## config.mk

```make
export PLATFORM = sky130hd
export DESIGN_NAME = wdpack_top
export DESIGN_NICKNAME = d
export VERILOG_FILES = /design/src/wdpack_pkg.sv /design/src/wdpack_top.sv /design/src/wdpack_csr.sv /design/src/wdpack_packer.sv /design/src/wdpack_data_fifo.sv /design/src/wdpack_sram.sv
export VERILOG_INCLUDE_DIRS = /design/src /design/src/include
export SDC_FILE = /design/constraint.sdc
export NUM_CORES = 1
export LEC_CHECK = 0
export BUFFER_PORTS_ARGS = -buffer_cell sky130_fd_sc_hd__buf_4
export CAP_MARGIN = 20
export CORE_MARGIN = 4
export CORE_UTILIZATION = 30
export DETAILED_ROUTE_END_ITERATION = 8
export SLEW_MARGIN = 15
export SYNTH_ARGS = -nofsm -noshare
export SYNTH_HDL_FRONTEND = slang
export SYNTH_SLANG_ARGS = --single-unit
```

## constraint.sdc

```tcl
create_clock -name i_clk -period 7.77 [get_ports i_clk]
set_clock_uncertainty 0.1 [all_clocks]
set_input_delay 1.554 -clock i_clk [delete_from_list [all_inputs] [get_ports i_clk]]
set_output_delay 1.554 -clock i_clk [all_outputs]
set_load 0.02 [all_outputs]
```

## src/include/wdpack_params.svh

```systemverilog
//~~~~~~~~~~~~~~~~~~~~~~~~~~~~~~~~~~~~~~~~~~~~~~~~~~~~~~~~~~~~~~~~~~~~
// Sizes of the write-data packer. Include it wherever widths or the
// FIFO depth are needed; the package builds its types from these.
//~~~~~~~~~~~~~~~~~~~~~~~~~~~~~~~~~~~~~~~~~~~~~~~~~~~~~~~~~~~~~~~~~~~~
`ifndef WDPACK_PARAMS_SVH
`define WDPACK_PARAMS_SVH

// Narrow beat from the upstream master.
`define WDPACK_NARROW_WIDTH 32

// Wide beat, twice the narrow width.
`define WDPACK_WIDE_WIDTH 64

// Wide entries held in the SRAM, power of two.
`define WDPACK_FIFO_DEPTH 16

// CSR word address.
`define WDPACK_CSR_ADDR_WIDTH 2

`endif
```

## src/wdpack_pkg.sv

```systemverilog
//~~~~~~~~~~~~~~~~~~~~~~~~~~~~~~~~~~~~~~~~~~~~~~~~~~~~~~~~~~~~~~~~~~~~
// Types shared by the packer, FIFO, CSR block and testbench.
// Refer to them by scoped name, e.g. wdpack_pkg::wide_data_t.
//~~~~~~~~~~~~~~~~~~~~~~~~~~~~~~~~~~~~~~~~~~~~~~~~~~~~~~~~~~~~~~~~~~~~
`default_nettype none

`include "wdpack_params.svh"

package wdpack_pkg;

  typedef logic [`WDPACK_NARROW_WIDTH-1:0]   narrow_data_t;
  typedef logic [`WDPACK_NARROW_WIDTH/8-1:0] narrow_byteen_t;
  typedef logic [`WDPACK_WIDE_WIDTH-1:0]     wide_data_t;
  typedef logic [`WDPACK_WIDE_WIDTH/8-1:0]   wide_byteen_t;

  typedef logic [$clog2(`WDPACK_FIFO_DEPTH)-1:0]   fifo_ptr_t;
  typedef logic [$clog2(`WDPACK_FIFO_DEPTH+1)-1:0] fifo_count_t;

  typedef logic [`WDPACK_CSR_ADDR_WIDTH-1:0] csr_addr_t;
  typedef logic [31:0]                       csr_data_t;

  // PACK_HIGH means a lower half is waiting for its partner.
  typedef enum logic {
    PACK_LOW  = 1'b0,
    PACK_HIGH = 1'b1
  } pack_state_e;

endpackage

`default_nettype wire

```

## src/wdpack_top.sv

```systemverilog
//~~~~~~~~~~~~~~~~~~~~~~~~~~~~~~~~~~~~~~~~~~~~~~~~~~~~~~~~~~~~~~~~~~~~
// Write-data packer subsystem: narrow slave port in, wide master port
// out, with a CSR port for pack enable, clear and FIFO status.
//~~~~~~~~~~~~~~~~~~~~~~~~~~~~~~~~~~~~~~~~~~~~~~~~~~~~~~~~~~~~~~~~~~~~
`timescale 1ns/1ps
`default_nettype none

module wdpack_top (
  input  var logic                        i_clk,
  input  var logic                        i_reset,
  input  var logic                        i_s_valid,
  input  var wdpack_pkg::narrow_data_t    i_s_data,
  input  var wdpack_pkg::narrow_byteen_t  i_s_byteen,
  input  var logic                        i_s_last,
  output var logic                        o_s_accept,
  output var logic                        o_m_valid,
  output var wdpack_pkg::wide_data_t      o_m_data,
  output var wdpack_pkg::wide_byteen_t    o_m_byteen,
  output var logic                        o_m_last,
  input  var logic                        i_m_accept,
  input  var logic                        i_csr_write,
  input  var wdpack_pkg::csr_addr_t       i_csr_addr,
  input  var wdpack_pkg::csr_data_t       i_csr_wdata,
  output var wdpack_pkg::csr_data_t       o_csr_rdata
);
  logic                      pack_enable;
  logic                      clear_pulse;
  logic                      w_valid;
  wdpack_pkg::wide_data_t    w_data;
  wdpack_pkg::wide_byteen_t  w_byteen;
  logic                      w_last;
  logic                      w_accept;
  logic                      fifo_completely_empty;
  logic                      fifo_full;
  wdpack_pkg::fifo_count_t   fifo_count;
  logic                      pop_done;

  assign pop_done = o_m_valid && i_m_accept;

  wdpack_csr u_csr (
    .i_clk                    (i_clk                  ),
    .i_reset                  (i_reset                ),
    .i_csr_write              (i_csr_write            ),
    .i_csr_addr               (i_csr_addr             ),
    .i_csr_wdata              (i_csr_wdata            ),
    .o_csr_rdata              (o_csr_rdata            ),
    .o_pack_enable            (pack_enable            ),
    .o_clear                  (clear_pulse            ),
    .i_fifo_completely_empty  (fifo_completely_empty  ),
    .i_fifo_full              (fifo_full              ),
    .i_fifo_count             (fifo_count             ),
    .i_pop_done               (pop_done               )
  );

  wdpack_packer u_packer (
    .i_clk          (i_clk        ),
    .i_reset        (i_reset      ),
    .i_clear        (clear_pulse  ),
    .i_pack_enable  (pack_enable  ),
    .i_s_valid      (i_s_valid    ),
    .i_s_data       (i_s_data     ),
    .i_s_byteen     (i_s_byteen   ),
    .i_s_last       (i_s_last     ),
    .o_s_accept     (o_s_accept   ),
    .o_w_valid      (w_valid      ),
    .o_w_data       (w_data       ),
    .o_w_byteen     (w_byteen     ),
    .o_w_last       (w_last       ),
    .i_w_accept     (w_accept     )
  );

  wdpack_data_fifo u_fifo (
    .i_clk              (i_clk                  ),
    .i_reset            (i_reset                ),
    .i_clear            (clear_pulse            ),
    .i_push             (w_valid                ),
    .i_push_data        (w_data                 ),
    .i_push_byteen      (w_byteen               ),
    .i_push_last        (w_last                 ),
    .o_push_accept      (w_accept               ),
    .o_pop_valid        (o_m_valid              ),
    .o_pop_data         (o_m_data               ),
    .o_pop_byteen       (o_m_byteen             ),
    .o_pop_last         (o_m_last               ),
    .i_pop_accept       (i_m_accept             ),
    .o_completely_empty (fifo_completely_empty  ),
    .o_full             (fifo_full              ),
    .o_count            (fifo_count             )
  );

endmodule

`default_nettype wire

```

## src/wdpack_csr.sv

```systemverilog
//~~~~~~~~~~~~~~~~~~~~~~~~~~~~~~~~~~~~~~~~~~~~~~~~~~~~~~~~~~~~~~~~~~~~
// Control and status registers: pack enable, clear pulse, FIFO status
// and a count of wide beats popped. Reads decode combinationally.
//~~~~~~~~~~~~~~~~~~~~~~~~~~~~~~~~~~~~~~~~~~~~~~~~~~~~~~~~~~~~~~~~~~~~
`timescale 1ns/1ps
`default_nettype none

module wdpack_csr (
  input  var logic                     i_clk,
  input  var logic                     i_reset,
  input  var logic                     i_csr_write,
  input  var wdpack_pkg::csr_addr_t    i_csr_addr,
  input  var wdpack_pkg::csr_data_t    i_csr_wdata,
  output var wdpack_pkg::csr_data_t    o_csr_rdata,
  output var logic                     o_pack_enable,
  output var logic                     o_clear,
  input  var logic                     i_fifo_completely_empty,
  input  var logic                     i_fifo_full,
  input  var wdpack_pkg::fifo_count_t  i_fifo_count,
  input  var logic                     i_pop_done
);
  localparam wdpack_pkg::csr_addr_t CTRL_ADDR   = wdpack_pkg::csr_addr_t'(0);
  localparam wdpack_pkg::csr_addr_t STATUS_ADDR = wdpack_pkg::csr_addr_t'(1);
  localparam wdpack_pkg::csr_addr_t BEATS_ADDR  = wdpack_pkg::csr_addr_t'(2);

  wdpack_pkg::csr_data_t beats;
  logic                  ctrl_write;

  assign ctrl_write = i_csr_write && (i_csr_addr == CTRL_ADDR);

  always_ff @(posedge i_clk) begin
    if (i_reset) begin
      o_pack_enable <= 1'b1;
      o_clear       <= 1'b0;
      beats         <= '0;
    end else begin
      if (ctrl_write) begin
        o_pack_enable <= i_csr_wdata[0];
      end
      // Single-cycle pulse even on back-to-back writes.
      o_clear <= ctrl_write && i_csr_wdata[1] && !o_clear;
      if (o_clear) begin
        beats <= '0;
      end else if (i_pop_done) begin
        beats <= beats + wdpack_pkg::csr_data_t'(1);
      end
    end
  end

  always_comb begin
    o_csr_rdata = '0;
    case (i_csr_addr)
      CTRL_ADDR: begin
        o_csr_rdata[0] = o_pack_enable;
      end
      STATUS_ADDR: begin
        o_csr_rdata[0]                                       = i_fifo_completely_empty;
        o_csr_rdata[1]                                       = i_fifo_full;
        o_csr_rdata[8+:$bits(wdpack_pkg::fifo_count_t)]      = i_fifo_count;
      end
      BEATS_ADDR: begin
        o_csr_rdata = beats;
      end
      default: begin
        o_csr_rdata = '0;
      end
    endcase
  end

  assert property (@(posedge i_clk) disable iff (i_reset)
    o_clear |=> !o_clear);

endmodule

`default_nettype wire

```

## src/wdpack_packer.sv

```systemverilog
//~~~~~~~~~~~~~~~~~~~~~~~~~~~~~~~~~~~~~~~~~~~~~~~~~~~~~~~~~~~~~~~~~~~~
// Merges pairs of narrow write-data beats into wide beats, or passes
// single beats through in the lower half when packing is disabled.
//~~~~~~~~~~~~~~~~~~~~~~~~~~~~~~~~~~~~~~~~~~~~~~~~~~~~~~~~~~~~~~~~~~~~
`timescale 1ns/1ps
`default_nettype none

module wdpack_packer (
  input  var logic                        i_clk,
  input  var logic                        i_reset,
  input  var logic                        i_clear,
  input  var logic                        i_pack_enable,
  input  var logic                        i_s_valid,
  input  var wdpack_pkg::narrow_data_t    i_s_data,
  input  var wdpack_pkg::narrow_byteen_t  i_s_byteen,
  input  var logic                        i_s_last,
  output var logic                        o_s_accept,
  output var logic                        o_w_valid,
  output var wdpack_pkg::wide_data_t      o_w_data,
  output var wdpack_pkg::wide_byteen_t    o_w_byteen,
  output var logic                        o_w_last,
  input  var logic                        i_w_accept
);
  wdpack_pkg::pack_state_e    state;
  wdpack_pkg::narrow_data_t   low_data;
  wdpack_pkg::narrow_byteen_t low_byteen;
  wdpack_pkg::wide_data_t     next_data;
  wdpack_pkg::wide_byteen_t   next_byteen;
  logic                       s_fire;
  logic                       take_low;
  logic                       emit;

  // Output stage free now or draining this cycle.
  assign o_s_accept = !o_w_valid || i_w_accept;

  always_comb begin
    s_fire   = i_s_valid && o_s_accept;
    take_low = s_fire && i_pack_enable && (state == wdpack_pkg::PACK_LOW) && !i_s_last;
    emit     = s_fire && !take_low;
    if (state == wdpack_pkg::PACK_HIGH) begin
      next_data   = {i_s_data, low_data};
      next_byteen = {i_s_byteen, low_byteen};
    end else begin
      // Lone beat, upper half left empty.
      next_data   = {wdpack_pkg::narrow_data_t'('0), i_s_data};
      next_byteen = {wdpack_pkg::narrow_byteen_t'('0), i_s_byteen};
    end
  end

  always_ff @(posedge i_clk) begin
    if (i_reset || i_clear) begin
      state     <= wdpack_pkg::PACK_LOW;
      o_w_valid <= 1'b0;
    end else begin
      if (take_low) begin
        state <= wdpack_pkg::PACK_HIGH;
      end else if (emit) begin
        state <= wdpack_pkg::PACK_LOW;
      end

      if (emit) begin
        o_w_valid <= 1'b1;
      end else if (i_w_accept) begin
        o_w_valid <= 1'b0;
      end
    end
  end

  always_ff @(posedge i_clk) begin
    if (take_low) begin
      low_data   <= i_s_data;
      low_byteen <= i_s_byteen;
    end
    if (emit) begin
      o_w_data   <= next_data;
      o_w_byteen <= next_byteen;
      o_w_last   <= i_s_last;
    end
  end

  // Software only turns packing off with no half pending.
  assert property (@(posedge i_clk) disable iff (i_reset)
    !i_pack_enable |-> (state == wdpack_pkg::PACK_LOW));

endmodule

`default_nettype wire

```

## src/wdpack_data_fifo.sv

```systemverilog
//~~~~~~~~~~~~~~~~~~~~~~~~~~~~~~~~~~~~~~~~~~~~~~~~~~~~~~~~~~~~~~~~~~~~
// Wide-beat FIFO over the SRAM, with a prefetch register at the pop
// side. Push side takes the packer output, pop side is the wide port.
//~~~~~~~~~~~~~~~~~~~~~~~~~~~~~~~~~~~~~~~~~~~~~~~~~~~~~~~~~~~~~~~~~~~~
`timescale 1ns/1ps
`default_nettype none

`include "wdpack_params.svh"

module wdpack_data_fifo (
  input  var logic                      i_clk,
  input  var logic                      i_reset,
  input  var logic                      i_clear,
  input  var logic                      i_push,
  input  var wdpack_pkg::wide_data_t    i_push_data,
  input  var wdpack_pkg::wide_byteen_t  i_push_byteen,
  input  var logic                      i_push_last,
  output var logic                      o_push_accept,
  output var logic                      o_pop_valid,
  output var wdpack_pkg::wide_data_t    o_pop_data,
  output var wdpack_pkg::wide_byteen_t  o_pop_byteen,
  output var logic                      o_pop_last,
  input  var logic                      i_pop_accept,
  output var logic                      o_completely_empty,
  output var logic                      o_full,
  output var wdpack_pkg::fifo_count_t   o_count
);
  localparam int DEPTH = `WDPACK_FIFO_DEPTH;
  localparam int WIDTH = `WDPACK_WIDE_WIDTH + `WDPACK_WIDE_WIDTH/8 + 1;

  wdpack_pkg::fifo_ptr_t   wr_ptr;
  wdpack_pkg::fifo_ptr_t   rd_ptr;
  wdpack_pkg::fifo_count_t sram_count;
  wdpack_pkg::fifo_count_t count;
  logic                    push;
  logic                    pop;
  logic                    sram_read;
  logic                    rd_valid;
  logic                    move;
  logic [WIDTH-1:0]        push_word;
  logic [WIDTH-1:0]        read_word;

  always_comb begin
    push      = i_push && o_push_accept;
    pop       = o_pop_valid && i_pop_accept;
    // SRAM read register is a second slot ahead of the output.
    move      = rd_valid && (!o_pop_valid || pop);
    sram_read = (sram_count != '0) && (!rd_valid || move);
    push_word = {i_push_data, i_push_byteen, i_push_last};
  end

  assign o_full             = (count == wdpack_pkg::fifo_count_t'(DEPTH));
  assign o_push_accept      = !o_full;
  assign o_completely_empty = (count == '0);
  assign o_count            = count;

  always_ff @(posedge i_clk) begin
    if (i_reset || i_clear) begin
      wr_ptr      <= '0;
      rd_ptr      <= '0;
      sram_count  <= '0;
      count       <= '0;
      rd_valid    <= 1'b0;
      o_pop_valid <= 1'b0;
    end else begin
      if (push) begin
        wr_ptr <= wr_ptr + wdpack_pkg::fifo_ptr_t'(1);
      end
      if (sram_read) begin
        rd_ptr <= rd_ptr + wdpack_pkg::fifo_ptr_t'(1);
      end

      case ({push, sram_read})
        2'b10:   sram_count <= sram_count + wdpack_pkg::fifo_count_t'(1);
        2'b01:   sram_count <= sram_count - wdpack_pkg::fifo_count_t'(1);
        default: sram_count <= sram_count;
      endcase

      // Total occupancy, including entries past the SRAM.
      case ({push, pop})
        2'b10:   count <= count + wdpack_pkg::fifo_count_t'(1);
        2'b01:   count <= count - wdpack_pkg::fifo_count_t'(1);
        default: count <= count;
      endcase

      if (sram_read) begin
        rd_valid <= 1'b1;
      end else if (move) begin
        rd_valid <= 1'b0;
      end

      if (move) begin
        o_pop_valid <= 1'b1;
      end else if (pop) begin
        o_pop_valid <= 1'b0;
      end
    end
  end

  always_ff @(posedge i_clk) begin
    if (move) begin
      {o_pop_data, o_pop_byteen, o_pop_last} <= read_word;
    end
  end

  wdpack_sram u_sram (
    .i_clk        (i_clk      ),
    .i_write      (push       ),
    .i_write_addr (wr_ptr     ),
    .i_write_data (push_word  ),
    .i_read       (sram_read  ),
    .i_read_addr  (rd_ptr     ),
    .o_read_data  (read_word  )
  );

  // SRAM write never lands on an entry not yet read.
  assert property (@(posedge i_clk) disable iff (i_reset || i_clear)
    push |-> (sram_count < wdpack_pkg::fifo_count_t'(DEPTH)));

  assert property (@(posedge i_clk) disable iff (i_reset)
    count <= wdpack_pkg::fifo_count_t'(DEPTH));

  assert property (@(posedge i_clk) disable iff (i_reset || i_clear)
    (o_pop_valid && !i_pop_accept) |=>
      (o_pop_valid && $stable({o_pop_data, o_pop_byteen, o_pop_last})));

endmodule

`default_nettype wire

```

## src/wdpack_sram.sv

```systemverilog
//~~~~~~~~~~~~~~~~~~~~~~~~~~~~~~~~~~~~~~~~~~~~~~~~~~~~~~~~~~~~~~~~~~~~
// Simple dual-port memory for the wide-beat FIFO: one write port and
// one read port whose data is registered, so it arrives a cycle later.
//~~~~~~~~~~~~~~~~~~~~~~~~~~~~~~~~~~~~~~~~~~~~~~~~~~~~~~~~~~~~~~~~~~~~
`timescale 1ns/1ps
`default_nettype none

`include "wdpack_params.svh"

module wdpack_sram (
  input  var logic                                             i_clk,
  input  var logic                                             i_write,
  input  var wdpack_pkg::fifo_ptr_t                            i_write_addr,
  input  var logic [`WDPACK_WIDE_WIDTH+`WDPACK_WIDE_WIDTH/8:0] i_write_data,
  input  var logic                                             i_read,
  input  var wdpack_pkg::fifo_ptr_t                            i_read_addr,
  output var logic [`WDPACK_WIDE_WIDTH+`WDPACK_WIDE_WIDTH/8:0] o_read_data
);
  localparam int DEPTH = `WDPACK_FIFO_DEPTH;
  localparam int WIDTH = `WDPACK_WIDE_WIDTH + `WDPACK_WIDE_WIDTH/8 + 1;

  logic [WIDTH-1:0] mem [DEPTH];

  always_ff @(posedge i_clk) begin
    if (i_write) begin
      mem[i_write_addr] <= i_write_data;
    end
  end

  // Read data holds while no read is issued.
  always_ff @(posedge i_clk) begin
    if (i_read) begin
      o_read_data <= mem[i_read_addr];
    end
  end

endmodule

`default_nettype wire

```

==> results.cfg <==
[run_status]
status = finished clean

[yosys]
synth_edf_count = 1423
avgSynthCellArea_um2 = 23.8
yosysTopAreaCellShare = 0.772
yosys.area.top_type = edfxtp_1
ys_top_cells_by_count = 1423 x edfxtp_1, 347 x mux4_2, 66 x nor2_1, 65 x and2_1, 63 x clkbuf_1
yosysSeqAreaShare = 0.792
synth_area_um2 = 55400
syn_inst = 2328
async_flop_share = 0
syn_nets = 2423
ys_types = 50
yosysMostFrequentCell = edfxtp_1
synth-seq-cells = 1479
ys_warn_count = 0
netlist_top_cells_area = edfxtp_1 77%, mux4_2 14%, dfxtp_1 2.0%
synth_flop_cell = edfxtp_1

[grt]
grt_start_max_net_pins = 143
grt_pass1_vias = 25600
grt-ovfl-total = 0
grt_pass1_wl_um = 183000
track_usage = 0.131
grt_antenna_before_repair = 10

[placed_design]
dp_cells = 4887
place_area_um2 = 59500
pre_cts_ws_ns = 3.12
dp_hpwl_um = 66700
gp_congestion = 0.712
numPortBuffers = 152

[finish]
final_cell_area_um2 = 64100
drive_gt1_frac = 0.302
area_growth_syn_to_layout_pct = 15.7
layout.nets = 2670
instances_no_fill = 5154

[sta]
rsz0062_at_grt = false
setup_viol = 0
max_freq_mhz = 216
relSlewSlack = 0.276
hold_viol = 0
slew_violations = 0
setup_tns_ns = 0
finalCriticalPeriod_ns = 4.63
setup_slack_ns = 3.14
fin_crit_sh = 0.595
worst_pin_slew_ns = 1.09

[power_and_ir_drop]
combPwrFrac = 0.171
internal_power_mw = 14.8
seqPwrFrac = 0.493
switching_share = 0.257
p_sw_mw = 5.10
powerDensity_nw_per_um2 = 310
p_leak_nw = 19.8
clkPwrFrac = 0.336
power_mw = 19.9
peakVddDrop_uv = 223

[cts]
insertion_delay_ns = 0.75
holdBufCountCts = 0
cts_tree = yes
cts_max_level = 4
cts_max_path_buffers = 3
cts.sinks = 1479
cts_post_setup_buffers_inserted = 0
clk_pin_slew_ns = 0.06
cts_resized = 0
cts-buffers-inserted = 150
root_buffer = clkbuf_16

[setup_path]
r2r-end = u_fifo.u_sram.o_read_data[34]
r2r_cells = 4
crit_chain = buf_4 -> inv_1 -> ha_1 -> a22oi_1 -> nor2b_1 -> buf_4
worst_path_most_repeated_cell = buf_4
cp-endpoint = o_csr_rdata[10]
r2r_slack_ns = 4.05
cp-end-kind = output pin
r2r-start = u_fifo.rd_ptr[0]
slowest_stage = ha_1
crit_arrival_ns = 2.97
crit_path_max_fanout = 32
cp-start-kind = primary input
crit_start = i_csr_addr[0]
critPathMaxStageDelay_ns = 0.69
crit_type = primary input to output pin
worstPathRequired_ns = 6.12

[routing]
via_per_inst = 4.75
drcViolationCount = 0
drt-total-wl_um = 127000
final_antenna_net_count = 0
drt_iter0_markers = 2542
wire_per_inst_um = 24.6
vias = 24500
dr.pass1.iters = 5

[floorplan]
ios = 183
die_area_um2 = 191000
start_util = 0.302
num_rows = 157
die_w_um = 438
die_h_um = 438
core_um2 = 183000

[run]
max_cap_violations = 0

[hold_path]
hold_path.class = register to register
hold_depth = 0
==> cell type report <==
| type | instances | area [µm²] |
|---|---|---|
| Tap cell | 2464 | 3080 |
| Multi-Input combinational cell | 732 | 10900 |
| Inverter | 8 | 30.0 |
| Clock inverter | 79 | 616 |
| Sequential cell | 1479 | 43900 |
| Antenna cell | 2 | 5.00 |
| Timing Repair Buffer | 204 | 1610 |
| Fill cell | 16800 | 119000 |
| Clock buffer | 186 | 3890 |
==> per-stage QoR <==
stage | hold WS, ns | util
floorplan | 0.300 | -
global placement | 0.303 | 0.325
detailed placement | 0.305 | 0.325
CTS | 0.318 | 0.349
global route | 0.327 | 0.349
finish | 0.317 | 0.349
==> layout by cell type (no fill, tap or decap), drive strengths merged, types with 3 or more instances in the layout <==
master / n
nor2b: 10
nor2: 66
clkinv: 63
nand2b: 5
edfxtp: 1423
nand2: 23
inv: 15
mux2: 36
or3: 5
a21oi: 13
xor2: 35
a22oi: 7
ha: 18
dfxtp: 56
buf: 204
and3: 3
clkinvlp: 6
nand3: 18
a21o: 3
clkbuf: 186
xnor2: 7
mux4: 365
and2: 65
nand4: 12
mux2i: 3
nor3: 6
and4: 5
o21ai: 5
bufinv: 3
==> state kept, by name (all words and copies together), names as in the netlist <==
register                   count
u_packer.o_w_data             64
u_fifo.rd_ptr                  4
u_packer.o_w_byteen            8
u_csr.beats                   32
u_packer.low_byteen            4
u_fifo.o_pop_valid             1
u_fifo.u_sram.mem           1168
u_csr.o_clear                  1
u_fifo.o_count                 5
u_packer.state                 1
u_fifo.u_sram.o_read_data     73
u_fifo.rd_valid                1
u_packer.low_data             32
u_fifo.o_pop_last              1
u_fifo.sram_count              5
u_csr.o_pack_enable            1
u_fifo.o_pop_data             64
u_fifo.o_pop_byteen            8
u_packer.o_w_last              1
u_fifo.wr_ptr                  4
u_packer.o_w_valid             1
==> cells by family (layout without fill, tap and decap cells) <==
logic type,Yosys count,after routing,synth area share
AOI/OAI and AO/OA,41,41,0.00481
muxes,404,404,0.158
adders and majority gates,19,19,0.00443
buffers and inverters,117,477,0.0126
DFF,1479,1479,0.792
xor gates and xnor gates,42,42,0.00664
other,0,2,0
and+or+nand+nor,226,226,0.0219
==> power groups by stage <==
stage / sequential, mW / combinational [mW] / clock, mW
3_3_place_gp: 9.99 / 3.50 / 0
2_1_floorplan: 9.94 / 2.47 / 0
6_report: 9.81 / 3.40 / 6.68
5_1_grt: 9.87 / 3.65 / 7.19
4_1_cts: 9.85 / 3.51 / 6.86
3_5_place_dp: 10.0 / 3.51 / 0
==> worst min-delay path by stage <==
stage / start / end
3_5_place_dp: u_fifo.u_sram.o_read_data[47] / u_fifo.o_pop_data[38]
2_1_floorplan: u_fifo.u_sram.o_read_data[1] / u_fifo.o_pop_byteen[0]
5_1_grt: u_fifo.u_sram.o_read_data[68] / u_fifo.o_pop_data[59]
3_3_place_gp: u_fifo.u_sram.o_read_data[67] / u_fifo.o_pop_data[58]
4_1_cts: u_fifo.u_sram.o_read_data[47] / u_fifo.o_pop_data[38]
6_report: u_fifo.u_sram.o_read_data[47] / u_fifo.o_pop_data[38]
==> metal layers <==
layer	global-route usage	routed length, µm
met1	0.173	52600
met2	0.224	64800
met3	0.0242	7250
met4	0.0306	2140
met5	0	21
==> critical path: cells and delay by family <==
family	cells	cell delay (ns)
AO/OA/AOI/OAI	1	0.16
AND/OR/NAND/NOR	1	0.20
adder cells (fa/ha/maj)	1	0.69
buffers and inverters	3	0.35
(Power assumes the default switching activity.)
